<file path="src/design/pi1_pkg.sv">
`default_nettype none

package pi1_pkg;

	// Bus widths, 32-bit data with word addressing
	localparam int DATA_W = 32;
	localparam int ADDR_W = 30;
	localparam int SEL_W = DATA_W / 8;

	typedef logic [DATA_W-1:0] data_t;
	typedef logic [ADDR_W-1:0] addr_t;
	typedef logic [SEL_W-1:0] sel_t;

	// Read-write returns the old word and stores the new one
	typedef enum logic [1:0] {
		OP_NONE  = 2'b00,
		OP_WRITE = 2'b01,
		OP_READ  = 2'b10,
		OP_RDWR  = 2'b11
	} op_t;

	// Bit 0 is rst0, bit 1 is rst1
	typedef logic [1:0] rst_req_t;
	localparam rst_req_t RST_REQ_NONE = 2'b00;
	localparam rst_req_t RST_REQ_PWROFF = 2'b01;
	localparam rst_req_t RST_REQ_WARM = 2'b10;
	localparam rst_req_t RST_REQ_COLD = 2'b11;

	function automatic logic op_reads(input op_t op);
		return (op == OP_READ) || (op == OP_RDWR);
	endfunction

	function automatic logic op_writes(input op_t op);
		return (op == OP_WRITE) || (op == OP_RDWR);
	endfunction

endpackage

`default_nettype wire

</file>
<file path="src/design/soc_map_pkg.sv">
`default_nettype none

package soc_map_pkg;

	// Device indices, also the order of the address map
	typedef logic [1:0] dev_idx_t;
	localparam dev_idx_t DEV_DEVTBL = 2'd0;
	localparam dev_idx_t DEV_INTCTRL = 2'd1;
	localparam dev_idx_t DEV_RAM = 2'd2;
	localparam dev_idx_t DEV_INVALID = 2'd3;
	localparam int DEV_COUNT = int'(DEV_INVALID) + 1;

	// Map sizes in bytes
	localparam logic [31:0] MAPSZ_DEVTBL = 32'h100;
	localparam logic [31:0] MAPSZ_INTCTRL = 32'h100;
	localparam logic [31:0] MAPSZ_RAM = 32'h400;
	localparam logic [31:0] MAPSZ_INVALID = 32'h1000;

	// Contiguous from zero, anything past the RAM is unmapped
	localparam logic [31:0] BASE_DEVTBL = 32'h0;
	localparam logic [31:0] BASE_INTCTRL = BASE_DEVTBL + MAPSZ_DEVTBL;
	localparam logic [31:0] BASE_RAM = BASE_INTCTRL + MAPSZ_INTCTRL;

	localparam logic [15:0] ID_DEVTBL = 16'd7;
	localparam logic [15:0] ID_INTCTRL = 16'd3;
	localparam logic [15:0] ID_RAM = 16'd1;
	localparam logic [15:0] ID_INVALID = 16'd0;
	localparam logic [DEV_COUNT-1:0] USEINTR = '0;

	// Interrupt sources
	localparam int INT_SRC_SDCARD = 0;
	localparam int INT_SRC_SERIAL = INT_SRC_SDCARD + 1;
	localparam int INT_SRC_COUNT = INT_SRC_SERIAL + 1;
	localparam int INT_IDX_W = $clog2(INT_SRC_COUNT);
	typedef logic [INT_SRC_COUNT-1:0] src_vec_t;
	typedef logic [INT_IDX_W-1:0] src_idx_t;

	// Word offsets inside the 256-byte register devices
	localparam int REG_WORD_W = 6;
	localparam logic [REG_WORD_W-1:0] RSTCTRL_WORD = 6'h3F;
	localparam logic [REG_WORD_W-1:0] INT_CUR_WORD = 6'h0;
	localparam logic [REG_WORD_W-1:0] INT_MASK_WORD = 6'h1;

	localparam int RAM_WORDS = int'(MAPSZ_RAM) / 4;
	localparam int RAM_WORD_W = $clog2(RAM_WORDS);

	localparam int RST_CNT_W = 8;
	localparam logic [RST_CNT_W-1:0] RST_HOLD = 8'd255;

endpackage

`default_nettype wire

</file>
<file path="src/design/rst_seq.sv">
`timescale 1ns/100ps
`default_nettype none

module rst_seq (
	input  logic              clk24mhz,
	input  logic              rst_p,
	input  pi1_pkg::rst_req_t rst_req_i,
	input  logic              rst_req_vld_i,
	output logic              sys_rst_o,
	output logic              power_off_o
);

	logic [soc_map_pkg::RST_CNT_W-1:0] hold_cnt;
	logic restart;
	logic pwroff_req;
	logic pwroff_q;

	// Cold and warm requests both restart the hold
	assign restart = rst_req_vld_i &&
		((rst_req_i == pi1_pkg::RST_REQ_COLD) || (rst_req_i == pi1_pkg::RST_REQ_WARM));
	assign pwroff_req = rst_req_vld_i && (rst_req_i == pi1_pkg::RST_REQ_PWROFF);

	always_ff @(posedge clk24mhz) begin
		if (rst_p || restart) begin
			hold_cnt <= soc_map_pkg::RST_HOLD;
		end else if (hold_cnt != '0) begin
			hold_cnt <= hold_cnt - 1'b1;
		end
	end

	// Only the external reset brings the system back from power-off
	always_ff @(posedge clk24mhz) begin
		if (rst_p) begin
			pwroff_q <= 1'b0;
		end else if (pwroff_req) begin
			pwroff_q <= 1'b1;
		end
	end

	assign sys_rst_o = (hold_cnt != '0) || pwroff_q;
	assign power_off_o = pwroff_q;

endmodule

`default_nettype wire

</file>
<file path="config.mk">
export PLATFORM = sky130hd
export DESIGN_NAME = rst_seq
export DESIGN_NICKNAME = d
export VERILOG_FILES = /design/src/design/pi1_pkg.sv /design/src/design/soc_map_pkg.sv /design/src/design/rst_seq.sv
export SDC_FILE = /design/constraint.sdc
export NUM_CORES = 1
export LEC_CHECK = 0
export ABC_AREA = 1
export BUFFER_PORTS_ARGS = -buffer_cell sky130_fd_sc_hd__buf_2
export CORE_AREA = 2 2 39 41
export CTS_CLUSTER_DIAMETER = 40
export DETAILED_ROUTE_END_ITERATION = 10
export DIE_AREA = 0 0 41 43
export HOLD_SLACK_MARGIN = 0.15
export SYNTH_ARGS = -nofsm -noshare
export SYNTH_HDL_FRONTEND = slang
export SYNTH_SLANG_ARGS = --single-unit
</file>
<file path="constraint.sdc">
create_clock -name clk24mhz -period 2.7 [get_ports clk24mhz]
set_input_delay 0.54 -clock clk24mhz [delete_from_list [all_inputs] [get_ports clk24mhz]]
set_output_delay 0.54 -clock clk24mhz [all_outputs]
set_load 0.01 [all_outputs]
</file>
### Yosys cells after proc, flatten, opt, wreduce, memory -nomap -nowiden

Index checks and enable logic that the tools add are counted.

* bits of input ports: 5
* flip-flop bits (word level): 9
* output and inout port bits: 2
* logic and storage cells: 12

* eq/ne operators: 3
* reduce and logical (&&, ||, !) cells: 6
* add/sub/neg operators: 1

Operators by type and width (number)
* $reduce_bool 8->1: 1
* $sub 8x1->8 const B: 1
* $eq 2x2->1 const B: 2
* $logic_or 1x1->1: 3
* $eq 2x1->1 const B: 1
* $logic_and 1x1->1: 2

### Logic depth before layout (Yosys ltp)

Gate-level depths: netlist of the first run.

* depth after elaboration: 4
* depth in mapped cells: 7
* depth with buffers taken out: 7

### Worst setup path before layout of the first run

Ideal clock, no wire load.

* kind: flip-flop to output port
* start: reg hold_cnt[0] in the netlist's numbering
* end: out sys_rst_o
* data arrival time: 964 ps
* slack: 1196 ps
* stages on the path, launching flop included: 6
* path buffers: 0
* required time: 2160 ps
* cell sequence: dfxtp_1 inv_1 ha_1 inv_1 nor3_4 nand3_1

* longest elaborated chain between the ends: 2

RTL lines
* start, declared: line rst_seq.sv:13 `logic [soc_map_pkg::RST_CNT_W-1:0] hold_cnt;`
* start signal, assigned: line rst_seq.sv:25 `hold_cnt <= soc_map_pkg::RST_HOLD;`
* start signal, assigned: line rst_seq.sv:27 `hold_cnt <= hold_cnt - 1'b1;`
* $reduce_bool 8->1: line rst_seq.sv:40 `assign sys_rst_o = (hold_cnt != '0) || pwroff_q;`
* $logic_or 1x1->1: line rst_seq.sv:40
* end, declared: line rst_seq.sv:9 `output logic sys_rst_o,`

Every way passes these cells.

### Final worst setup path of the first run

Ends and elaborated chain as after synthesis.

==> metrics, run 1 <==
syn avg cell area 6.83 um^2; min-delay worst type input port to flip-flop; CTS tree done; Crit Path Class flip-flop to primary output; area share of the largest cell type after synthesis 0.347; Slew headroom 0.555; clk root buf clkbuf_4; reg2reg start hold_cnt[0]; CTS Buffer Depth 2; gpl congestion 0.727; final worst clock skew 0.00239 ns; dpl cells 98; global-route wire length before repair 1820 um; setup repair bufs after CTS 0; status complete, no violations; Total Neg Setup Slack 0 ns; CTS sink cnt 9; TritonCTS Buffers 3; overall routing resource usage 0.159; Post-Synthesis Cells 76; Hold-fix buffers, CTS 0; half-perimeter wire length after placement 766 um; initial antenna violation count 0; share of layout cells above drive strength 1 0.221; final worst slack 0.731 ns; port bufs 6; final setup vio count 0; synth unique cells 16; hold path start rst_p; fin cells 102; largest net degree at the start of global routing 9; Post-route DRC 0; power per cell area 445 nW/um^2; 1st-iter DRT viols 2; Post-DRT Antenna Nets 0; routed vias/inst 4.69; Placement Setup Slack 1.04 ns; CP Capture Type primary output; Final Max Tran Viols 0; Worst Path Max Fanout 5; PostCTS Resize Cnt 0; Clock transition at path regs 0.06 ns; Core Area 1380 um^2; Boundary Pins 7; GRT overflow 0; Die Wd 41 um; crit path DAT 1.43 ns; Max-Cap Viols 0; Final nets 94; wire per inst 10.2 um; Peak VDD IR 0.000257 V; H-Tree Level Count 1; most area-consuming cells after synthesis dfxtp_1 (35%), nand2_1 (14%), nand3_1 (9.6%); leading area contributor after synthesis dfxtp_1; static power due to leakage 0.000348 uW; post-layout total power 265 uW; Cell Area, Synth 519 um^2; sequential element share of the synthesized area 0.347; CP startpoint kind flip-flop; number of warnings issued by yosys 0; DR vias 478; Critical Path RT 2.16 ns; Slew @ Worst Pin 0.667 ns; RSZ-0062 raised after global routing false; Filler cells 148; Fin. Hold Viols 0; diode count 0; Routed WL 1040 um; final worst-path cycle share 0.729; die area 1760 um^2; worst setup path startpoint hold_cnt[0]; Initial Utilization 0.375; vias in the first global route 461; DRT Pass-1 Iters 4; min cycle time layout 1.97 ns; worst-skew pair later-pin latency 0.26 ns; syn_nets 83; fmax 508 MHz; num rows 14; Die Ht 43 um; Yosys reg bits 9; Syn-to-layout area delta 14.7%
[final timing paths]
check / to / slack, ns / depth (start not counted)
max: sys_rst_o / 0.73 / 6
max reg2reg: hold_cnt[6] / 1.41 / 7
min: power_off_o / 0.44 / 2
min reg2reg: power_off_o / 0.48 / 2
[registers in the layout, indices dropped and copies added (netlist names)]
signal and flops:
power_off_o 1, hold_cnt 8
[critical path, stage by stage, from the launching register on]
cell	delay [ns]
dfxtp_1	0.32
inv_1	0.13
ha_1	0.16
inv_1	0.06
nor3_4	0.21
nand3_1	0.13
buf_2	0.16
[synthesized netlist by cell type]
master,instances
dfxtp_1,9
inv_1,11
nor2_1,10
nand3b_1,1
nand2_1,19
nand2_2,2
ha_1,2
inv_2,2
nand3_1,10
o21ai_2,2
a21oi_1,2
nand2_4,1
nor2_4,1
nand3_2,1
nor3_4,1
o21ai_1,2
[stage by stage]
stage	area (um^2)	hold WS [ns]	util
after floorplan	519	0.485	-
after global placement	569	0.460	0.411
after detailed placement	569	0.468	0.411
after CTS	596	0.440	0.430
after global routing	596	0.440	0.430
final	596	0.442	0.430
[cells by family after synthesis]
| family | Yosys count | share of synthesized area |
|---|---|---|
| AOI/OAI and AO/OA | 6 | 0.0723 |
| adders and majority gates | 2 | 0.0482 |
| buffers and inverters | 13 | 0.0940 |
| DFF | 9 | 0.347 |
| and+or+nand+nor | 46 | 0.439 |
[area by class of cell]
cell class / count / area [um^2] / share of cell area
sequential: 9 / 180 / 0.303
clock buffer: 4 / 26.3 / 0.0441
multi-input combinational: 54 / 290 / 0.487
timing repair buffer: 6 / 30.0 / 0.0504
inverter: 13 / 48.8 / 0.0819
tap: 16 / 20.0 / 0.0336
[power by group]
group,internal (uW),switching (uW)
clock network,57.1,49.7
logic,7.74,12.1
registers,136,2.28
total,201,64.1
[layout by cell type, fill, tap and decap left out, drive strengths merged]
master	count
nor3	1
ha	2
nor2	11
nand3	11
inv	13
nand3b	1
nand2	22
o21ai	4
dfxtp	9
a21oi	2
clkbuf	4
buf	6
[layer usage]
metal,share of wire,track usage
met5,0,0
met4,0.026,0.120
met2,0.50,0.216
met1,0.45,0.192
met3,0.021,0.0628
Note: power is estimated with default switching activity, not from simulation.
==> run 2: changes to the inputs <==
==> constraint.sdc (replaced) <==
create_clock -name clk24mhz -period 1.63 [get_ports clk24mhz]
set_input_delay 0.326 -clock clk24mhz [delete_from_list [all_inputs] [get_ports clk24mhz]]
set_output_delay 0.326 -clock clk24mhz [all_outputs]
set_load 0.01 [all_outputs]
==> run 2 against run 1 <==
Clock power rose by 66%. Die area did not move. Core utilization rose by 1.1 points. Non-clock buffer count rose by 2. Largest power group unchanged. Highest routed layer unchanged. First-iteration DRC count rose to 5.5 times the previous value. Clock-buffer cell count did not move. Critical path depth did not move. Critical path type unchanged. Sequential power rose by 65%.
==> metrics, run 2 (same netlist as run 1, synthesis figures left out) <==
status complete, no violations; min-delay worst type input port to flip-flop; Crit Path Class flip-flop to primary output; 1st-iter DRT viols 11; Critical Path RT 1.30 ns; clk root buf clkbuf_4; CTS sink cnt 9; DRT Pass-1 Iters 4; final setup vio count 0; CP delay by family, top flip-flops; Max-Cap Viols 0; Boundary Pins 7; Clock transition at path regs 0.06 ns; global-route wire length before repair 1660 um; largest net degree at the start of global routing 9; Post-DRT Antenna Nets 0; area of the multi-input gates 290 um^2; slowest CP cell dfxtp_1; H-Tree Level Count 1; Routed WL 1020 um; half-perimeter wire length after placement 768 um; Slew headroom 0.830; Peak VDD IR 0.000310 V; Die Wd 41 um; initial antenna violation count 0; Initial Utilization 0.375; gpl congestion 0.753; crit-path cells inv_2 -> ha_1 -> inv_1 -> nor3_4 -> nand3_1 -> buf_2; CP startpoint kind flip-flop; CTS Buffer Depth 2; most common cell after layout, fill and taps aside nand2_1; fmax 647 MHz; num rows 14; Fin. Hold Viols 0; worst-case reg-to-reg path depth 8; Slew @ Worst Pin 0.255 ns; Filler cells 146; final worst-path cycle share 0.949; Final nets 96; port bufs 6; hold path start rst_p; CTS tree done; worst r2r dst hold_cnt[4]; final worst clock skew 0.00231 ns; Biggest register hold_cnt; diode count 0; static power due to leakage 0.000356 uW; DR vias 497; die area 1760 um^2; Syn-to-layout area delta 17.6%; Crit path largest cell delay 0.33 ns; dpl cells 100; Total Neg Setup Slack 0 ns; Final Max Tran Viols 0; Worst Path Max Fanout 5; GRT overflow 0; vias in the first global route 402; routed vias/inst 4.78; most frequent cells in the layout nand2_1 (19), inv_1 (10), nand3_1 (10), nor2_1 (10), dfxtp_1 (9); hold path cells 2; reg2reg start hold_cnt[0]; Largest register FFs 8; min cycle time layout 1.55 ns; Worst Hold End power_off_o; Sequential Area 180 um^2; TritonCTS Buffers 3; wire per inst 9.78 um; CP Capture Type primary output; Bufs and invs on worst path 3; power per cell area 724 nW/um^2; Post-route DRC 0; Core Area 1380 um^2; share of layout cells above drive strength 1 0.250; overall routing resource usage 0.143; RSZ-0062 raised after global routing false; reg-to-reg slack, setup 0.39 ns; Die Ht 43 um; crit path DAT 1.22 ns; fin cells 104; worst-skew pair later-pin latency 0.27 ns
[run 2: changes by cell type in the layout (fill, tap and decap cells not counted)]
| cell | before | now |
|---|---|---|
| buf_4 | 0 | 2 |
| inv_1 | 11 | 10 |
| inv_2 | 2 | 3 |
[run 2: metrics by stage]
stage	setup WS, ns	hold WS, ns	area [um^2]	total power, uW	util
4_1_cts	0.0150	0.212	611	450	0.441
3_3_place_gp	0.338	0.460	584	268	0.422
5_1_grt	0.00280	0.215	611	459	0.441
2_1_floorplan	0.340	0.395	519	255	-
3_5_place_dp	0.315	0.466	584	269	0.422
6_report	0.0839	0.220	611	442	0.441
[run 2: repair_timing]
| item | 4_1_cts | 5_1_grt |
|---|---|---|
| buffers inserted | 0 | 0 |
| endpoints found under the setup margin | 0 | 1 |
| hold buffers | 0 | 0 |
| gates resized for setup | 0 | 1 |
[run 2: power by group]
part | switching [uW] | leakage, uW | internal [uW]
Clock | 83.5 | 0.0000150 | 94.7
Combinational | 19.6 | 0.000268 | 14.5
Sequential | 4.17 | 0.0000734 | 226
[run 2: how the worst max path moves through the flow]
stage,from,to,slack (ns),depth (start not counted)
floorplan,hold_cnt[0],sys_rst_o,0.34,5
global placement,hold_cnt[0],sys_rst_o,0.34,6
detailed placement,hold_cnt[0],sys_rst_o,0.32,6
CTS,hold_cnt[0],sys_rst_o,0.02,6
global route,hold_cnt[1],sys_rst_o,0.003,6
finish,hold_cnt[0],sys_rst_o,0.08,6
[run 2: routing by layer]
layer  track usage  vias to the layer above  wire [um]
li1              -                      260          -
met3        0.0471                        5         23
met5             0                        -          0
met1         0.175                      225        483
met4         0.120                        0         44
met2         0.191                        7        465
[run 2: cell type report]
class,count,share of cell area
repair buffers,8,0.0738
well taps,16,0.0328
inverters,13,0.0799
clock buffers,4,0.0430
flip-flops and latches,9,0.295
multi-input cells,54,0.475
