==> src/design/pi1_pkg.sv <==
`default_nettype none

package pi1_pkg;

	// Bus widths, 32-bit data with word addressing
	localparam int DATA_W = 32;
	localparam int ADDR_W = 30;
	localparam int SEL_W = DATA_W / 8;

	typedef logic [DATA_W-1:0] data_t;
	typedef logic [ADDR_W-1:0] addr_t;
	typedef logic [SEL_W-1:0] sel_t;

	// Read-write returns the old word and stores the new one
	typedef enum logic [1:0] {
		OP_NONE  = 2'b00,
		OP_WRITE = 2'b01,
		OP_READ  = 2'b10,
		OP_RDWR  = 2'b11
	} op_t;

	// Bit 0 is rst0, bit 1 is rst1
	typedef logic [1:0] rst_req_t;
	localparam rst_req_t RST_REQ_NONE = 2'b00;
	localparam rst_req_t RST_REQ_PWROFF = 2'b01;
	localparam rst_req_t RST_REQ_WARM = 2'b10;
	localparam rst_req_t RST_REQ_COLD = 2'b11;

	function automatic logic op_reads(input op_t op);
		return (op == OP_READ) || (op == OP_RDWR);
	endfunction

	function automatic logic op_writes(input op_t op);
		return (op == OP_WRITE) || (op == OP_RDWR);
	endfunction

endpackage

`default_nettype wire

==> src/design/soc_map_pkg.sv <==
`default_nettype none

package soc_map_pkg;

	// Device indices, also the order of the address map
	typedef logic [1:0] dev_idx_t;
	localparam dev_idx_t DEV_DEVTBL = 2'd0;
	localparam dev_idx_t DEV_INTCTRL = 2'd1;
	localparam dev_idx_t DEV_RAM = 2'd2;
	localparam dev_idx_t DEV_INVALID = 2'd3;
	localparam int DEV_COUNT = int'(DEV_INVALID) + 1;

	// Map sizes in bytes
	localparam logic [31:0] MAPSZ_DEVTBL = 32'h100;
	localparam logic [31:0] MAPSZ_INTCTRL = 32'h100;
	localparam logic [31:0] MAPSZ_RAM = 32'h400;
	localparam logic [31:0] MAPSZ_INVALID = 32'h1000;

	// Contiguous from zero, anything past the RAM is unmapped
	localparam logic [31:0] BASE_DEVTBL = 32'h0;
	localparam logic [31:0] BASE_INTCTRL = BASE_DEVTBL + MAPSZ_DEVTBL;
	localparam logic [31:0] BASE_RAM = BASE_INTCTRL + MAPSZ_INTCTRL;

	localparam logic [15:0] ID_DEVTBL = 16'd7;
	localparam logic [15:0] ID_INTCTRL = 16'd3;
	localparam logic [15:0] ID_RAM = 16'd1;
	localparam logic [15:0] ID_INVALID = 16'd0;
	localparam logic [DEV_COUNT-1:0] USEINTR = '0;

	// Interrupt sources
	localparam int INT_SRC_SDCARD = 0;
	localparam int INT_SRC_SERIAL = INT_SRC_SDCARD + 1;
	localparam int INT_SRC_COUNT = INT_SRC_SERIAL + 1;
	localparam int INT_IDX_W = $clog2(INT_SRC_COUNT);
	typedef logic [INT_SRC_COUNT-1:0] src_vec_t;
	typedef logic [INT_IDX_W-1:0] src_idx_t;

	// Word offsets inside the 256-byte register devices
	localparam int REG_WORD_W = 6;
	localparam logic [REG_WORD_W-1:0] RSTCTRL_WORD = 6'h3F;
	localparam logic [REG_WORD_W-1:0] INT_CUR_WORD = 6'h0;
	localparam logic [REG_WORD_W-1:0] INT_MASK_WORD = 6'h1;

	localparam int RAM_WORDS = int'(MAPSZ_RAM) / 4;
	localparam int RAM_WORD_W = $clog2(RAM_WORDS);

	localparam int RST_CNT_W = 8;
	localparam logic [RST_CNT_W-1:0] RST_HOLD = 8'd255;

endpackage

`default_nettype wire

==> src/design/pi1_if.sv <==
`timescale 1ns/100ps
`default_nettype none

// One router-to-device link
interface pi1_if;

	pi1_pkg::op_t op;
	pi1_pkg::addr_t addr;
	pi1_pkg::data_t wdata;
	pi1_pkg::sel_t sel;
	pi1_pkg::data_t rdata;
	logic rdy;

	modport host (
		output op,
		output addr,
		output wdata,
		output sel,
		input  rdata,
		input  rdy
	);

	modport dev (
		input  op,
		input  addr,
		input  wdata,
		input  sel,
		output rdata,
		output rdy
	);

endinterface

`default_nettype wire

==> src/design/dev_table.sv <==
`timescale 1ns/100ps
`default_nettype none

module dev_table (
	input  logic              clk24mhz,
	input  logic              sys_rst_i,
	pi1_if.dev                bus_i,
	output pi1_pkg::rst_req_t rst_req_o,
	output logic              rst_req_vld_o
);

	logic [soc_map_pkg::REG_WORD_W-1:0] word;
	logic rd_acc;
	logic wr_acc;
	logic rstctrl_wr;
	pi1_pkg::data_t rdata_q;

	// Even word holds id and interrupt use, odd word the map size
	function automatic pi1_pkg::data_t desc_word(input logic [soc_map_pkg::REG_WORD_W-1:0] w);
		soc_map_pkg::dev_idx_t idx;
		logic [15:0] id;
		pi1_pkg::data_t mapsz;
		idx = soc_map_pkg::dev_idx_t'(w >> 1);
		case (idx)
			soc_map_pkg::DEV_DEVTBL: begin
				id = soc_map_pkg::ID_DEVTBL;
				mapsz = soc_map_pkg::MAPSZ_DEVTBL;
			end
			soc_map_pkg::DEV_INTCTRL: begin
				id = soc_map_pkg::ID_INTCTRL;
				mapsz = soc_map_pkg::MAPSZ_INTCTRL;
			end
			soc_map_pkg::DEV_RAM: begin
				id = soc_map_pkg::ID_RAM;
				mapsz = soc_map_pkg::MAPSZ_RAM;
			end
			default: begin
				id = soc_map_pkg::ID_INVALID;
				mapsz = soc_map_pkg::MAPSZ_INVALID;
			end
		endcase
		if (32'(w) >= 2 * soc_map_pkg::DEV_COUNT) begin
			desc_word = '0;
		end else if (w[0]) begin
			desc_word = mapsz;
		end else begin
			desc_word = {15'b0, soc_map_pkg::USEINTR[idx], id};
		end
	endfunction

	assign word = bus_i.addr[soc_map_pkg::REG_WORD_W-1:0];
	assign bus_i.rdy = !sys_rst_i;
	assign rd_acc = bus_i.rdy && pi1_pkg::op_reads(bus_i.op);
	assign wr_acc = bus_i.rdy && pi1_pkg::op_writes(bus_i.op);
	assign rstctrl_wr = wr_acc && (word == soc_map_pkg::RSTCTRL_WORD) && bus_i.sel[0];

	always_ff @(posedge clk24mhz) begin
		if (rd_acc) begin
			rdata_q <= desc_word(word);
		end
	end

	assign bus_i.rdata = rdata_q;

	// Reset request lasts one cycle
	always_ff @(posedge clk24mhz) begin
		if (sys_rst_i) begin
			rst_req_o <= pi1_pkg::RST_REQ_NONE;
			rst_req_vld_o <= 1'b0;
		end else begin
			rst_req_vld_o <= rstctrl_wr;
			if (rstctrl_wr) begin
				rst_req_o <= bus_i.wdata[1:0];
			end
		end
	end

endmodule

`default_nettype wire

==> src/flat_wrapper.sv <==
// flat-port wrapper written by rule: the top's interface ports become plain ports
module dev_table_flat 
  (clk24mhz, sys_rst_i, rst_req_o, rst_req_vld_o, bus_i_op, bus_i_addr, bus_i_wdata, bus_i_sel, bus_i_rdata, bus_i_rdy);
  pi1_if bus_i_i ();
  input  logic clk24mhz;
  input  logic sys_rst_i;
  output pi1_pkg::rst_req_t rst_req_o;
  output logic rst_req_vld_o;
  input wire logic [$bits(bus_i_i.op)-1:0] bus_i_op;
  input wire logic [$bits(bus_i_i.addr)-1:0] bus_i_addr;
  input wire logic [$bits(bus_i_i.wdata)-1:0] bus_i_wdata;
  input wire logic [$bits(bus_i_i.sel)-1:0] bus_i_sel;
  output wire logic [$bits(bus_i_i.rdata)-1:0] bus_i_rdata;
  output wire logic [$bits(bus_i_i.rdy)-1:0] bus_i_rdy;
  assign bus_i_i.op = bus_i_op;
  assign bus_i_i.addr = bus_i_addr;
  assign bus_i_i.wdata = bus_i_wdata;
  assign bus_i_i.sel = bus_i_sel;
  assign bus_i_rdata = bus_i_i.rdata;
  assign bus_i_rdy = bus_i_i.rdy;
  dev_table u_core (.clk24mhz(clk24mhz), .sys_rst_i(sys_rst_i), .bus_i(bus_i_i), .rst_req_o(rst_req_o), .rst_req_vld_o(rst_req_vld_o));
endmodule
==> config.mk <==
export PLATFORM = sky130hd
export DESIGN_NAME = dev_table_flat
export DESIGN_NICKNAME = d
export VERILOG_FILES = /design/src/design/pi1_pkg.sv /design/src/design/soc_map_pkg.sv /design/src/design/pi1_if.sv /design/src/design/dev_table.sv /design/src/flat_wrapper.sv
export SDC_FILE = /design/constraint.sdc
export NUM_CORES = 1
export LEC_CHECK = 0
export BUFFER_PORTS_ARGS = -buffer_cell sky130_fd_sc_hd__buf_2
export CAP_MARGIN = 30
export CORE_ASPECT_RATIO = 0.8
export CORE_UTILIZATION = 26
export CTS_BUF_LIST = sky130_fd_sc_hd__clkbuf_4 sky130_fd_sc_hd__clkbuf_8 sky130_fd_sc_hd__clkbuf_16
export DETAILED_ROUTE_END_ITERATION = 10
export HOLD_SLACK_MARGIN = 0.08
export PLACE_DENSITY_LB_ADDON = 0.15
export SLEW_MARGIN = 5
export SYNTH_ARGS = -nofsm -noshare
export SYNTH_HDL_FRONTEND = slang
export SYNTH_SLANG_ARGS = --single-unit
==> constraint.sdc <==
create_clock -name clk24mhz -period 1.95 [get_ports clk24mhz]
set_input_delay 0.39 -clock clk24mhz [delete_from_list [all_inputs] [get_ports clk24mhz]]
set_output_delay 0.39 -clock clk24mhz [all_outputs]
set_load 0.05 [all_outputs]
Word level (Yosys, flattened, before mapping)
Index checks and enable logic that the tools add are counted.
{"block": "op_classes", "order_cmp": 2, "n_eq_ne": 6, "n_mux": 5, "n_bitwise": 1, "reduce_logical": 10}
{"op": "13-bit one-hot mux with 2 select lines", "count": 1}
{"op": "17-bit two-way mux", "count": 1}
{"op": "3-bit one-hot mux with 3 select lines", "count": 1}
{"op": "2-bit == test, second input constant", "count": 3}
{"op": "6-bit == test, second input constant", "count": 1}
{"op": "6-bit by 4-bit greater-or-equal comparator with 1-bit output, second input constant", "count": 1}
{"op": "2-bit by 1-bit == test with 1-bit output, second input constant", "count": 2}
{"op": "1-bit logical AND", "count": 4}
{"op": "2-bit OR reduction", "count": 2}
{"op": "2-bit by 3-bit < comparator with 1-bit output, second input constant", "count": 1}
{"op": "1-bit binary-select mux with 2-bit select", "count": 1}
{"op": "2-bit zero test", "count": 1}
{"op": "1-bit logical OR", "count": 2}
{"op": "1-bit zero test", "count": 1}
{"op": "1-bit two-way mux", "count": 1}
{"op": "1-bit inverter", "count": 1}
{"block": "word_totals", "reg_bits": 35, "in_bits": 70}

Logic depth before layout (Yosys ltp)
{"block": "depth", "depth_word": 5, "ltp_mapped": 3, "depth_no_buf": 3}

Worst setup path after synthesis
Ideal clock, no wire load.
{"block": "synth_path", "path_kind": "input port to output port", "from": "input port sys_rst_i", "to": "output port bus_i_rdy", "arrival_ns": 0.740, "slack_ns": 0.820, "path_stages": 1, "n_path_buf": 0, "path_cell_list": "inv_1"}
{"block": "synth_via", "elab_chain_cells": 1}
{"element": "from (decl)", "line": "flat_wrapper.sv:6", "text": "input logic sys_rst_i;"}
{"element": "1-bit zero test", "line": "dev_table.sv:52", "text": "assign bus_i.rdy = !sys_rst_i;"}
{"element": "to (decl)", "line": "flat_wrapper.sv:14", "text": "output wire logic [$bits(bus_i_i.rdy)-1:0] bus_i_rdy;"}
Every way passes these cells.

Worst setup path in the final report
Ends and elaborated chain as after synthesis.

==> flow_summary_export.csv <==
group,metric,value,unit
die,rows,14,
sta,setup_violations,0,
die,die_w,54.8,µm
detailed_routing,initialDrtViolationCount,3,
detailed_routing,firstDrtPassIters,2,
worst_setup_path,worstPathArrival,0.89,ns
synth,yosysMostFrequentCell,"buf_4",
worst_setup_path,crit_required,1.56,ns
power,p_leak,0.322,nW
sta,max_freq,781,MHz
grt,grt-ovfl-total,0,
synth,netlist_area,579,µm²
synth,ys_seq_area_frac,0.415,
clocking,clock_latency,0.26,ns
sta,timing.final.crit_share,0.657,
sta,rsz0062_at_grt,"false",
final_layout,fin_util,0.327,
worst_setup_path,endpoint_kind,"output port",
sta,slew_headroom,0.617,
clocking,cts_sinks,9,
final_layout,nets,153,
place,dp_hpwl,731,µm
place,portBuffers,22,
die,die_h,44.2,µm
worst_setup_path,cp-start-kind,"input port",
worst_setup_path,rrSetupSlack,1.40,ns
detailed_routing,vias_per_cell,3.51,
run,maxCapViolCount,0,
sta,tns,0,ns
worst_hold_path,hold_path_class,"in -> reg",
final_layout,drive_above_1_share,0.354,
place,gp_congestion,0.614,
sta,drv_slew,0,
final_layout,syn_to_final_growth,11.9,%
power,peakVddDrop,0.338,mV
sta,tightest_slew,0.574,ns
detailed_routing,wl_per_cell,8.19,µm
grt,grt_pass1_vias,309,
grt,grt_max_degree,7,
synth,synthTopCellsByCount,"buf_4, edfxtp_1, nand2_1, dfxtp_1, nor2_1",
grt,grt_pass1_wl,1240,µm
synth,synth-edff-count,6,
synth,yosysTopAreaCell,"buf_4",
sta,skew,0,ns
sta,period_needed,1.28,ns
worst_setup_path,crit_type,"in -> out",
clocking,cts_hold_buf,0,
die,core,0.00198,mm²
clocking,cts-root-buf,"clkbuf_4",
clocking,cts_setup_buffers,0,
synth,ys_async_sr_fraction,0,
synth,netlist.area_leader.share,0.337,
detailed_routing,route.detailed.drc,0,
synth,ys_ff_latch,9,
die,dieArea,0.00242,mm²
synth,syn_inst,57,
clocking,clk_path_buf_depth,2,
die,initial_core_util,0.293,
sta,finalHoldViolCount,0,
detailed_routing,routed_wl,868,µm
clocking,htreeDepth,1,
grt,grt_usage,0.0784,
grt,antenna_found_initial,0,
detailed_routing,via_count,372,
clocking,cts_resized,0,
die,io_pins,106,
final_layout,num_antenna_cells,0,
clocking,cts_tree,"built",
synth,post_synth.cell_area_avg,10.2,µm²
synth,synthTopCellsByArea,"buf_4, edfxtp_1, dfxtp_1",
worst_setup_path,critPathMaxFanout,5,
synth,ys_types,17,
power,p_per_area,837,mW/mm²
detailed_routing,ant_nets,0,
synth,ys.warnings.count,0,
synth,synth_ff_type,"edfxtp_1",
status,status,"finished, final reports clean",
clocking,clkSlewWorstSetupHoldPaths,0.06,ns
clocking,cts_inserted_buffers,3,
## logic make-up after synthesis
logic type / after synthesis / synth area share
AND/OR/NAND/NOR: 17 / 0.192
flip-flops: 9 / 0.415
AO/OA/AOI/OAI: 1 / 0.00863
other: 1 / 0.00647
buffers and inverters: 27 / 0.343
multiplexers: 2 / 0.0346
## flip-flops by register name, summed over array words and instances, names as in the netlist
signal and count:
u_core.rst_req_o 2, u_core.rst_req_vld_o 1, u_core.bus_i.rdata 6
## final timing paths
path                                                          to                        startpoint  cells past startpoint
worst min register to register  u_core.rst_req_o[1]$_SDFFE_PP0P_  u_core.rst_req_o[1]$_SDFFE_PP0P_                      2
worst min-delay path            u_core.rst_req_o[1]$_SDFFE_PP0P_                    bus_i_wdata[1]                      3
worst max-delay path                                   bus_i_rdy                         sys_rst_i                      3
worst max register to register  u_core.rst_req_o[0]$_SDFFE_PP0P_  u_core.rst_req_o[0]$_SDFFE_PP0P_                      2
## critical path, cell delays in order
cell,delay (ns)
buf_2,0.11
inv_1,0.11
buf_2,0.28
## cell type report
class	instances	area [µm²]
Clock buffer	4	30.0
Fill cell	223	1330
Inverter	1	3.75
Multi-Input combinational cell	46	234
Sequential cell	9	240
Tap cell	24	30.0
Timing Repair Buffer	22	110
## report_power, final
part	switching [mW]	internal, mW	total, mW
clock	0.0608	0.0925	0.153
sequential	0.00142	0.210	0.212
combinational	0.158	0.0191	0.177
total	0.220	0.322	0.542
## cell usage in the layout (no fill, tap or decap)
| cell type | n |
|---|---|
| a21oi_1 | 1 |
| buf_2 | 22 |
| clkbuf_4 | 4 |
| conb_1 | 26 |
| dfxtp_1 | 3 |
| edfxtp_1 | 6 |
| inv_1 | 1 |
| mux2i_1 | 2 |
| nand2_1 | 5 |
| nand2_2 | 1 |
| nand2b_1 | 1 |
| nand3_1 | 1 |
| nand4b_4 | 1 |
| nor2_1 | 3 |
| nor2b_1 | 1 |
| nor3_1 | 2 |
| nor3_4 | 1 |
| nor3b_1 | 1 |
## metal layers
layer / vias to the layer above / GRT usage / wire (µm)
met5: - / 0 / 0
li1: 182 / - / -
met1: 162 / 0.0782 / 327
met3: 0 / 0.0653 / 133
met2: 28 / 0.118 / 407
met4: 0 / 0.0308 / 0
## per-stage QoR
| stage | area [µm²] | setup WS (ns) | std cells | hold slack, ns | total power [mW] |
|---|---|---|---|---|---|
| after floorplan | 673 | 0.820 | 82 | 0.533 | 0.407 |
| after global placement | 618 | 0.610 | 102 | 0.446 | 0.392 |
| after detailed placement | 618 | 0.596 | 102 | 0.452 | 0.393 |
| after CTS | 648 | 0.664 | 106 | 0.368 | 0.549 |
| after global routing | 648 | 0.616 | 106 | 0.374 | 0.568 |
| final | 648 | 0.669 | 106 | 0.378 | 0.542 |
Power figures use the tool's default switching activity.
