$ cat config.mk
export PLATFORM = sky130hd
export DESIGN_NAME = int_ctrl_flat
export DESIGN_NICKNAME = d
export VERILOG_FILES = /design/src/design/pi1_pkg.sv /design/src/design/soc_map_pkg.sv /design/src/design/pi1_if.sv /design/src/design/int_ctrl.sv /design/src/flat_wrapper.sv
export SDC_FILE = /design/constraint.sdc
export NUM_CORES = 1
export LEC_CHECK = 0
export BUFFER_PORTS_ARGS = -buffer_cell sky130_fd_sc_hd__buf_4
export CORE_UTILIZATION = 29
export CTS_CLUSTER_DIAMETER = 40
export DETAILED_ROUTE_END_ITERATION = 12
export GPL_ROUTABILITY_DRIVEN = 0
export MAX_ROUTING_LAYER = met4
export PLACE_DENSITY = 0.77
export SYNTH_ARGS = -nofsm -noshare
export SYNTH_HDL_FRONTEND = slang
export SYNTH_SLANG_ARGS = --single-unit
$ cat constraint.sdc
create_clock -name clk24mhz -period 1.3 [get_ports clk24mhz]
set_input_delay 0.13 -clock clk24mhz [delete_from_list [all_inputs] [get_ports clk24mhz]]
set_output_delay 0.13 -clock clk24mhz [all_outputs]
set_load 0.05 [all_outputs]
$ cat src/design/pi1_pkg.sv
`default_nettype none

package pi1_pkg;

	// Bus widths, 32-bit data with word addressing
	localparam int DATA_W = 32;
	localparam int ADDR_W = 30;
	localparam int SEL_W = DATA_W / 8;

	typedef logic [DATA_W-1:0] data_t;
	typedef logic [ADDR_W-1:0] addr_t;
	typedef logic [SEL_W-1:0] sel_t;

	// Read-write returns the old word and stores the new one
	typedef enum logic [1:0] {
		OP_NONE  = 2'b00,
		OP_WRITE = 2'b01,
		OP_READ  = 2'b10,
		OP_RDWR  = 2'b11
	} op_t;

	// Bit 0 is rst0, bit 1 is rst1
	typedef logic [1:0] rst_req_t;
	localparam rst_req_t RST_REQ_NONE = 2'b00;
	localparam rst_req_t RST_REQ_PWROFF = 2'b01;
	localparam rst_req_t RST_REQ_WARM = 2'b10;
	localparam rst_req_t RST_REQ_COLD = 2'b11;

	function automatic logic op_reads(input op_t op);
		return (op == OP_READ) || (op == OP_RDWR);
	endfunction

	function automatic logic op_writes(input op_t op);
		return (op == OP_WRITE) || (op == OP_RDWR);
	endfunction

endpackage

`default_nettype wire

$ cat src/design/soc_map_pkg.sv
`default_nettype none

package soc_map_pkg;

	// Device indices, also the order of the address map
	typedef logic [1:0] dev_idx_t;
	localparam dev_idx_t DEV_DEVTBL = 2'd0;
	localparam dev_idx_t DEV_INTCTRL = 2'd1;
	localparam dev_idx_t DEV_RAM = 2'd2;
	localparam dev_idx_t DEV_INVALID = 2'd3;
	localparam int DEV_COUNT = int'(DEV_INVALID) + 1;

	// Map sizes in bytes
	localparam logic [31:0] MAPSZ_DEVTBL = 32'h100;
	localparam logic [31:0] MAPSZ_INTCTRL = 32'h100;
	localparam logic [31:0] MAPSZ_RAM = 32'h400;
	localparam logic [31:0] MAPSZ_INVALID = 32'h1000;

	// Contiguous from zero, anything past the RAM is unmapped
	localparam logic [31:0] BASE_DEVTBL = 32'h0;
	localparam logic [31:0] BASE_INTCTRL = BASE_DEVTBL + MAPSZ_DEVTBL;
	localparam logic [31:0] BASE_RAM = BASE_INTCTRL + MAPSZ_INTCTRL;

	localparam logic [15:0] ID_DEVTBL = 16'd7;
	localparam logic [15:0] ID_INTCTRL = 16'd3;
	localparam logic [15:0] ID_RAM = 16'd1;
	localparam logic [15:0] ID_INVALID = 16'd0;
	localparam logic [DEV_COUNT-1:0] USEINTR = '0;

	// Interrupt sources
	localparam int INT_SRC_SDCARD = 0;
	localparam int INT_SRC_SERIAL = INT_SRC_SDCARD + 1;
	localparam int INT_SRC_COUNT = INT_SRC_SERIAL + 1;
	localparam int INT_IDX_W = $clog2(INT_SRC_COUNT);
	typedef logic [INT_SRC_COUNT-1:0] src_vec_t;
	typedef logic [INT_IDX_W-1:0] src_idx_t;

	// Word offsets inside the 256-byte register devices
	localparam int REG_WORD_W = 6;
	localparam logic [REG_WORD_W-1:0] RSTCTRL_WORD = 6'h3F;
	localparam logic [REG_WORD_W-1:0] INT_CUR_WORD = 6'h0;
	localparam logic [REG_WORD_W-1:0] INT_MASK_WORD = 6'h1;

	localparam int RAM_WORDS = int'(MAPSZ_RAM) / 4;
	localparam int RAM_WORD_W = $clog2(RAM_WORDS);

	localparam int RST_CNT_W = 8;
	localparam logic [RST_CNT_W-1:0] RST_HOLD = 8'd255;

endpackage

`default_nettype wire

$ cat src/design/pi1_if.sv
`timescale 1ns/100ps
`default_nettype none

// One router-to-device link
interface pi1_if;

	pi1_pkg::op_t op;
	pi1_pkg::addr_t addr;
	pi1_pkg::data_t wdata;
	pi1_pkg::sel_t sel;
	pi1_pkg::data_t rdata;
	logic rdy;

	modport host (
		output op,
		output addr,
		output wdata,
		output sel,
		input  rdata,
		input  rdy
	);

	modport dev (
		input  op,
		input  addr,
		input  wdata,
		input  sel,
		output rdata,
		output rdy
	);

endinterface

`default_nettype wire

$ cat src/design/int_ctrl.sv
`timescale 1ns/100ps
`default_nettype none

module int_ctrl (
	input  logic                  clk24mhz,
	input  logic                  sys_rst_i,
	pi1_if.dev                    bus_i,
	input  soc_map_pkg::src_vec_t intrqst_src_i,
	output soc_map_pkg::src_vec_t intrdy_src_o,
	output logic                  intrqst_dst_o,
	input  logic                  intrdy_dst_i
);

	logic [soc_map_pkg::REG_WORD_W-1:0] word;
	soc_map_pkg::src_vec_t req_prev_q;
	soc_map_pkg::src_vec_t pend_q;
	soc_map_pkg::src_vec_t mask_q;
	soc_map_pkg::src_vec_t enabled;
	soc_map_pkg::src_vec_t ack_vec;
	soc_map_pkg::src_idx_t best_idx;
	soc_map_pkg::src_idx_t cur_q;
	soc_map_pkg::src_idx_t last_q;
	logic ack;
	logic rd_acc;
	logic wr_acc;
	pi1_pkg::data_t rd_word;
	pi1_pkg::data_t rdata_q;

	assign enabled = pend_q & mask_q;
	assign ack = intrqst_dst_o && intrdy_dst_i;
	assign ack_vec = ack ? (soc_map_pkg::src_vec_t'(1) << cur_q) : '0;

	// Lowest index wins
	always_comb begin
		best_idx = '0;
		for (int i = soc_map_pkg::INT_SRC_COUNT - 1; i >= 0; i--) begin
			if (enabled[i]) begin
				best_idx = soc_map_pkg::src_idx_t'(i);
			end
		end
	end

	// Pending bits latch on a rising request, so a held line is served once
	always_ff @(posedge clk24mhz) begin
		if (sys_rst_i) begin
			req_prev_q <= '0;
			pend_q <= '0;
			intrdy_src_o <= '0;
			intrqst_dst_o <= 1'b0;
			cur_q <= '0;
			last_q <= '0;
		end else begin
			req_prev_q <= intrqst_src_i;
			pend_q <= (pend_q & ~ack_vec) | (intrqst_src_i & ~req_prev_q);
			intrdy_src_o <= ack_vec;
			if (ack) begin
				intrqst_dst_o <= 1'b0;
				last_q <= cur_q;
			end else if (!intrqst_dst_o && (enabled != '0)) begin
				intrqst_dst_o <= 1'b1;
				cur_q <= best_idx;
			end
		end
	end

	assign word = bus_i.addr[soc_map_pkg::REG_WORD_W-1:0];
	assign bus_i.rdy = !sys_rst_i;
	assign rd_acc = bus_i.rdy && pi1_pkg::op_reads(bus_i.op);
	assign wr_acc = bus_i.rdy && pi1_pkg::op_writes(bus_i.op);

	// All sources enabled out of reset
	always_ff @(posedge clk24mhz) begin
		if (sys_rst_i) begin
			mask_q <= '1;
		end else if (wr_acc && (word == soc_map_pkg::INT_MASK_WORD) && bus_i.sel[0]) begin
			mask_q <= bus_i.wdata[soc_map_pkg::INT_SRC_COUNT-1:0];
		end
	end

	always_comb begin
		rd_word = '0;
		if (word == soc_map_pkg::INT_CUR_WORD) begin
			rd_word = pi1_pkg::data_t'(last_q);
		end else if (word == soc_map_pkg::INT_MASK_WORD) begin
			rd_word = pi1_pkg::data_t'(mask_q);
		end
	end

	always_ff @(posedge clk24mhz) begin
		if (rd_acc) begin
			rdata_q <= rd_word;
		end
	end

	assign bus_i.rdata = rdata_q;

endmodule

`default_nettype wire

$ cat src/flat_wrapper.sv
// flat-port wrapper written by rule: the top's interface ports become plain ports
module int_ctrl_flat 
  (clk24mhz, sys_rst_i, intrqst_src_i, intrdy_src_o, intrqst_dst_o, intrdy_dst_i, bus_i_op, bus_i_addr, bus_i_wdata, bus_i_sel, bus_i_rdata, bus_i_rdy);
  pi1_if bus_i_i ();
  input  logic clk24mhz;
  input  logic sys_rst_i;
  input  soc_map_pkg::src_vec_t intrqst_src_i;
  output soc_map_pkg::src_vec_t intrdy_src_o;
  output logic intrqst_dst_o;
  input  logic intrdy_dst_i;
  input wire logic [$bits(bus_i_i.op)-1:0] bus_i_op;
  input wire logic [$bits(bus_i_i.addr)-1:0] bus_i_addr;
  input wire logic [$bits(bus_i_i.wdata)-1:0] bus_i_wdata;
  input wire logic [$bits(bus_i_i.sel)-1:0] bus_i_sel;
  output wire logic [$bits(bus_i_i.rdata)-1:0] bus_i_rdata;
  output wire logic [$bits(bus_i_i.rdy)-1:0] bus_i_rdy;
  assign bus_i_i.op = bus_i_op;
  assign bus_i_i.addr = bus_i_addr;
  assign bus_i_i.wdata = bus_i_wdata;
  assign bus_i_i.sel = bus_i_sel;
  assign bus_i_rdata = bus_i_i.rdata;
  assign bus_i_rdy = bus_i_i.rdy;
  int_ctrl u_core (.clk24mhz(clk24mhz), .sys_rst_i(sys_rst_i), .bus_i(bus_i_i), .intrqst_src_i(intrqst_src_i), .intrdy_src_o(intrdy_src_o), .intrqst_dst_o(intrqst_dst_o), .intrdy_dst_i(intrdy_dst_i));
endmodule
---- Yosys cells after proc, flatten, opt, wreduce, memory -nomap -nowiden ----
Cells that the tools add are included.
operators by class
  add/subtract/negate cells ............... 0
  $mul .................................... 0
  divide/modulo/power cells ............... 0
  $lt $le $gt $ge ......................... 0
  equal/unequal tests ..................... 4
  shift-type cells ........................ 1
  multiplexer cells ....................... 5
  bitwise gates (word level) .............. 8
  reduce and logical (&&, ||, !) cells .... 15
operators by type and width
  cell                   count
  $and A2 B2 Y2          3
  $eq A6 B1 Y1 const B   1
  $logic_and A1 B1 Y1    6
  $logic_not A6 Y1       1
  $eq A2 B2 Y1 const B   2
  $mux W1                4
  $not A2 Y2             2
  $reduce_or A2 Y1       2
  $eq A2 B1 Y1 const B   1
  $logic_not A1 Y1       2
  $logic_or A1 B1 Y1     2
  $mux W2                1
  $not A1 Y1             2
  $or A2 B2 Y2           1
  $reduce_and A2 Y1      1
  $reduce_bool A2 Y1     1
  $shl A1 B1 Y2 const A  1
storage, ports and cells
  register bits ........................... 43
  latch bits .............................. 0
  RAM bits ................................ 0
  memory bits (read-only) ................. 0
  input port bits ......................... 73
  output and inout port bits .............. 36
  logic and storage cells ................. 43
  memories kept ........................... 0

---- Longest topological paths before layout ----
  depth after elaboration ................. 5
  mapped depth ............................ 3
  gate-level depth less buffers ........... 3

---- Least setup slack after synthesis ----
Ideal clock, no wire load.
  path kind ............................... register to register
  start point ............................. reg u_core.intrqst_dst_o
  end point ............................... reg u_core.pend_q[0]
  library setup time ...................... 0.132 ns
  arrival time ............................ 1.113 ns
  setup slack ............................. 0.055 ns
  cell stages (with the launch flop) ...... 4
  buffers on the path ..................... 0
  period minus slack after synthesis ...... 1.245 ns
  cells stage by stage .................... dfxtp_1 -> nand2_1 -> o21ai_0 -> a21oi_1
on the way
  longest elaborated chain between the ends .. 5
ends and longest elaborated chain
  what                    RTL line        text
  start, declared         int_ctrl.sv:10  output logic intrqst_dst_o,
  start signal, assigned  int_ctrl.sv:49  intrqst_dst_o <= 1'b0;
  start signal, assigned  int_ctrl.sv:57  intrqst_dst_o <= 1'b0;
  start signal, assigned  int_ctrl.sv:60  intrqst_dst_o <= 1'b1;
  $logic_and A1 B1 Y1     int_ctrl.sv:30  assign ack = intrqst_dst_o && intrdy_dst_i;
  $mux W2                 int_ctrl.sv:31  assign ack_vec = ack ? (soc_map_pkg::src_vec_t'(1) << cur_q) : '0;
  $not A2 Y2              int_ctrl.sv:54  pend_q <= (pend_q & ~ack_vec) | (intrqst_src_i & ~req_prev_q);
  $and A2 B2 Y2           int_ctrl.sv:54
  $or A2 B2 Y2            int_ctrl.sv:54
  end signal, assigned    int_ctrl.sv:54
  end, declared           int_ctrl.sv:16  soc_map_pkg::src_vec_t pend_q;
Every way passes these cells.
A chain may end at the register's enable or synchronous reset.

---- Worst setup path after layout ----
  start point ............................. reg u_core.intrqst_dst_o
  end point ............................... out intrqst_dst_o
RTL lines
  what           RTL line           text
  end, declared  flat_wrapper.sv:9  output logic intrqst_dst_o;
No word-level cell between the ends.

==> flow_summary_export.csv <==
group,metric,value,unit
synth,synth_top_family_by_area,"buffers and inverters",
cts,postCtsResizedCells,0,
worst_setup_path,reg2reg_from,"u_core.intrqst_dst_o$_SDFFE_PP0P_",
finish,fillCellCount,253,
global_route,antenna_found_initial,0,
cts,cts_made_buffers,3,
global_route,grt_overflow_total,0,
worst_setup_path,start_kind,"flip-flop",
worst_setup_path,crit_path_max_fanout,7,
worst_hold_path,whs_endpoint,"u_core.req_prev_q[1]$_SDFF_PP0_",
timing,rsz0062_at_grt,"false",
worst_hold_path,min_from,"intrqst_src_i[1]",
worst_setup_path,critPathTopFamily,"flip-flops",
detailed_routing,final_antenna_net_count,0,
cts,max-clock-path-buffers,2,
detailed_routing,viasPerCell,4.01,
synth,synth.avg_cell_area,9.00,µm²
worst_setup_path,worstPathArrival,0.95,ns
worst_setup_path,crit_path_top_delay_cell,"dfxtp_1",
status,status,"finished, final reports clean",
cts,cts_hold_buf,0,
synth,yosysWarnings,0,
cts,cts_root_buf,"clkbuf_4",
synth,netlist-cell-type-count,21,
placement,preCtsSetupSlack,-0.0235,ns
detailed_routing,wl_per_cell,8.48,µm
cts,tritoncts,"yes",
worst_setup_path,crit_cells,1,
flow_run,maxCapViolCount,0,
floorplan,rows,17,
placement,dp_hpwl,948,µm
worst_setup_path,timing.rr.end,"u_core.pend_q[0]$_SDFF_PP0_",
worst_hold_path,hold_path.class,"in2reg",
floorplan,die_area,0.00275,mm²
detailed_routing,drt-total-wl,1130,µm
power,power_density,1200,mW/mm²
placement,port-buffer-count,21,
synth,synth_mux_area_share,4.07,%
global_route,grt_pass1_wl,1700,µm
detailed_routing,vias,533,
finish,antenna_cells,0,
cts,clk_latency,0.27,ns
timing,holdWs,0.0726,ns
floorplan,core-area,0.00230,mm²
floorplan,dieWidth,52.5,µm
synth,ys_seq_area_share,38.0,%
detailed_routing,drc,0,
worst_hold_path,holdPathStages,2,
timing,slew_violations,0,
timing,final_hold_viol_count,0,
timing,min_period_over_period,83.0,%
global_route,grt_start_max_net_pins,16,
detailed_routing,first_pass_iters,4,
timing,fin_crit,1.08,ns
worst_setup_path,end_kind,"output pin",
timing,fin_worst_skew,0.00301,ns
floorplan,die_h,52.5,µm
cts,cts.sinks,13,
finish,area_growth_syn_to_layout,13.4,%
finish,drive_gt1_share,24.8,%
synth,postSynthCellCount,82,
synth,synthXorXnorAreaFrac,0,%
worst_setup_path,crit_type,"reg2out",
timing,finalSetupViolCount,0,
global_route,grt_pass1_vias,434,
worst_setup_path,path_buf_inv,1,
finish,nets,179,
synth,netlist_area,738,µm²
synth,yosysTopAreaCell,"buf_4",
detailed_routing,drt_iter0_markers,7,
synth,yosys.area.top_type_share,30.5,%
placement,place_area,811,µm²
synth,synth_fa_ha_area_share,0,%
floorplan,start_util,32.1,%
finish,final_area,837,µm²
synth,synth_compound_area_share,5.42,%
power,leakagePower,0.395,nW
synth,synth-simple-area-share,20.0,%
timing,clock.fmax,927,MHz
worst_setup_path,required,1.17,ns
cts,cts_setup_buffers,0,
worst_setup_path,max_stage_delay,0.44,ns
synth,synthTopCellsByArea,"buf_4, dfxtp_1, edfxtp_1",
worst_setup_path,r2r_slack,0.33,ns
floorplan,io_pins,109,
cts,clkTransAtPathRegs,0.07,ns
synth,synth_seq_cells,13,
cts,cts_htree_levels,1,
power,ir_worst_vdd,621,µV
worst_setup_path,crit_chain,"buf_4",
timing,worst_slack,0.221,ns
worst_setup_path,reg2reg_depth,3,
global_route,track_usage,9.01,%
synth_stat cells:
cell	n
nand3_1	1
conb_1	1
nor3_1	4
nand2b_1	1
o21ai_0	1
buf_4	30
nor2_1	6
mux2i_1	3
inv_1	2
a31oi_1	1
nor2b_1	4
a221oi_1	1
or4_1	1
nor4_4	1
clkbuf_1	1
edfxtp_1	2
nor3b_1	1
dfxtp_1	11
a21oi_1	4
nand2_1	5
or4b_4	1
layer usage:
layer / share of wire (%) / vias up / GRT usage, %
met5: 0 / - / -
met4: 0.35 / 0 / 2.63
met2: 53 / 40 / 17.1
li1: - / 256 / -
met3: 12 / 2 / 5.22
met1: 35 / 235 / 7.14
cell type report:
cell class / instances / area (µm²) / area share (%)
multi-input combinational: 65 / 330 / 39.5
sequential: 13 / 280 / 33.5
timing repair buffer: 21 / 158 / 18.8
tap: 28 / 35.0 / 4.19
clock buffer: 4 / 26.3 / 3.14
inverter: 2 / 7.51 / 0.897
report_power, final:
| group | internal, mW | total (mW) | switching (mW) |
|---|---|---|---|
| sequential | 0.427 | 0.441 | 0.0145 |
| clock | 0.119 | 0.240 | 0.121 |
| combinational | 0.0613 | 0.323 | 0.262 |
| total | 0.607 | 1.00 | 0.398 |
placed cells by master (no fill, tap or decap), drive strengths merged:
| cell | n |
|---|---|
| nand3 | 1 |
| o21ai | 1 |
| nor3 | 4 |
| nor2b | 4 |
| conb | 30 |
| inv | 2 |
| clkbuf | 4 |
| nor3b | 1 |
| nand2b | 1 |
| mux2i | 3 |
| nor2 | 6 |
| nand2 | 5 |
| dfxtp | 11 |
| edfxtp | 2 |
| a31oi | 1 |
| or4 | 1 |
| or4b | 1 |
| a221oi | 1 |
| buf | 21 |
| nor4 | 1 |
| a21oi | 4 |
registers in the layout, summed over array words and instances, names as in the netlist:
name and flops:
u_core.bus_i.rdata 2, u_core.cur_q 1, u_core.req_prev_q 2, u_core.last_q 1, u_core.intrqst_dst_o 1, u_core.pend_q 2
u_core.intrdy_src_o 2, u_core.mask_q 2
cell families after synthesis:
logic type | Yosys count
compound gates | 7
flops | 13
simple gates | 25
other cells | 1
buf+inv | 33
mux | 3
per-stage QoR:
step	utilization, %	total power [mW]	setup TNS (ns)	std cells
CTS	36.4	1.01	0	133
floorplan	-	0.778	0	111
detailed placement	35.3	0.772	-0.0235	129
global route	36.4	1.06	0	133
global placement	35.3	0.767	0	129
finish	36.4	1.00	0	133
worst max-delay path by stage:
stage	from	end	slack (ns)
after global placement	bus_i_addr[1]	u_core.mask_q[0]$_SDFFE_PP1P_	0.03
after global routing	u_core.intrqst_dst_o$_SDFFE_PP0P_	intrqst_dst_o	0.19
after floorplan	u_core.intrqst_dst_o$_SDFFE_PP0P_	u_core.pend_q[0]$_SDFF_PP0_	0.05
final	u_core.intrqst_dst_o$_SDFFE_PP0P_	intrqst_dst_o	0.22
after detailed placement	bus_i_addr[1]	u_core.mask_q[0]$_SDFFE_PP1P_	-0.02
after CTS	u_core.intrqst_dst_o$_SDFFE_PP0P_	intrqst_dst_o	0.21
Power figures use the tool's default switching activity.
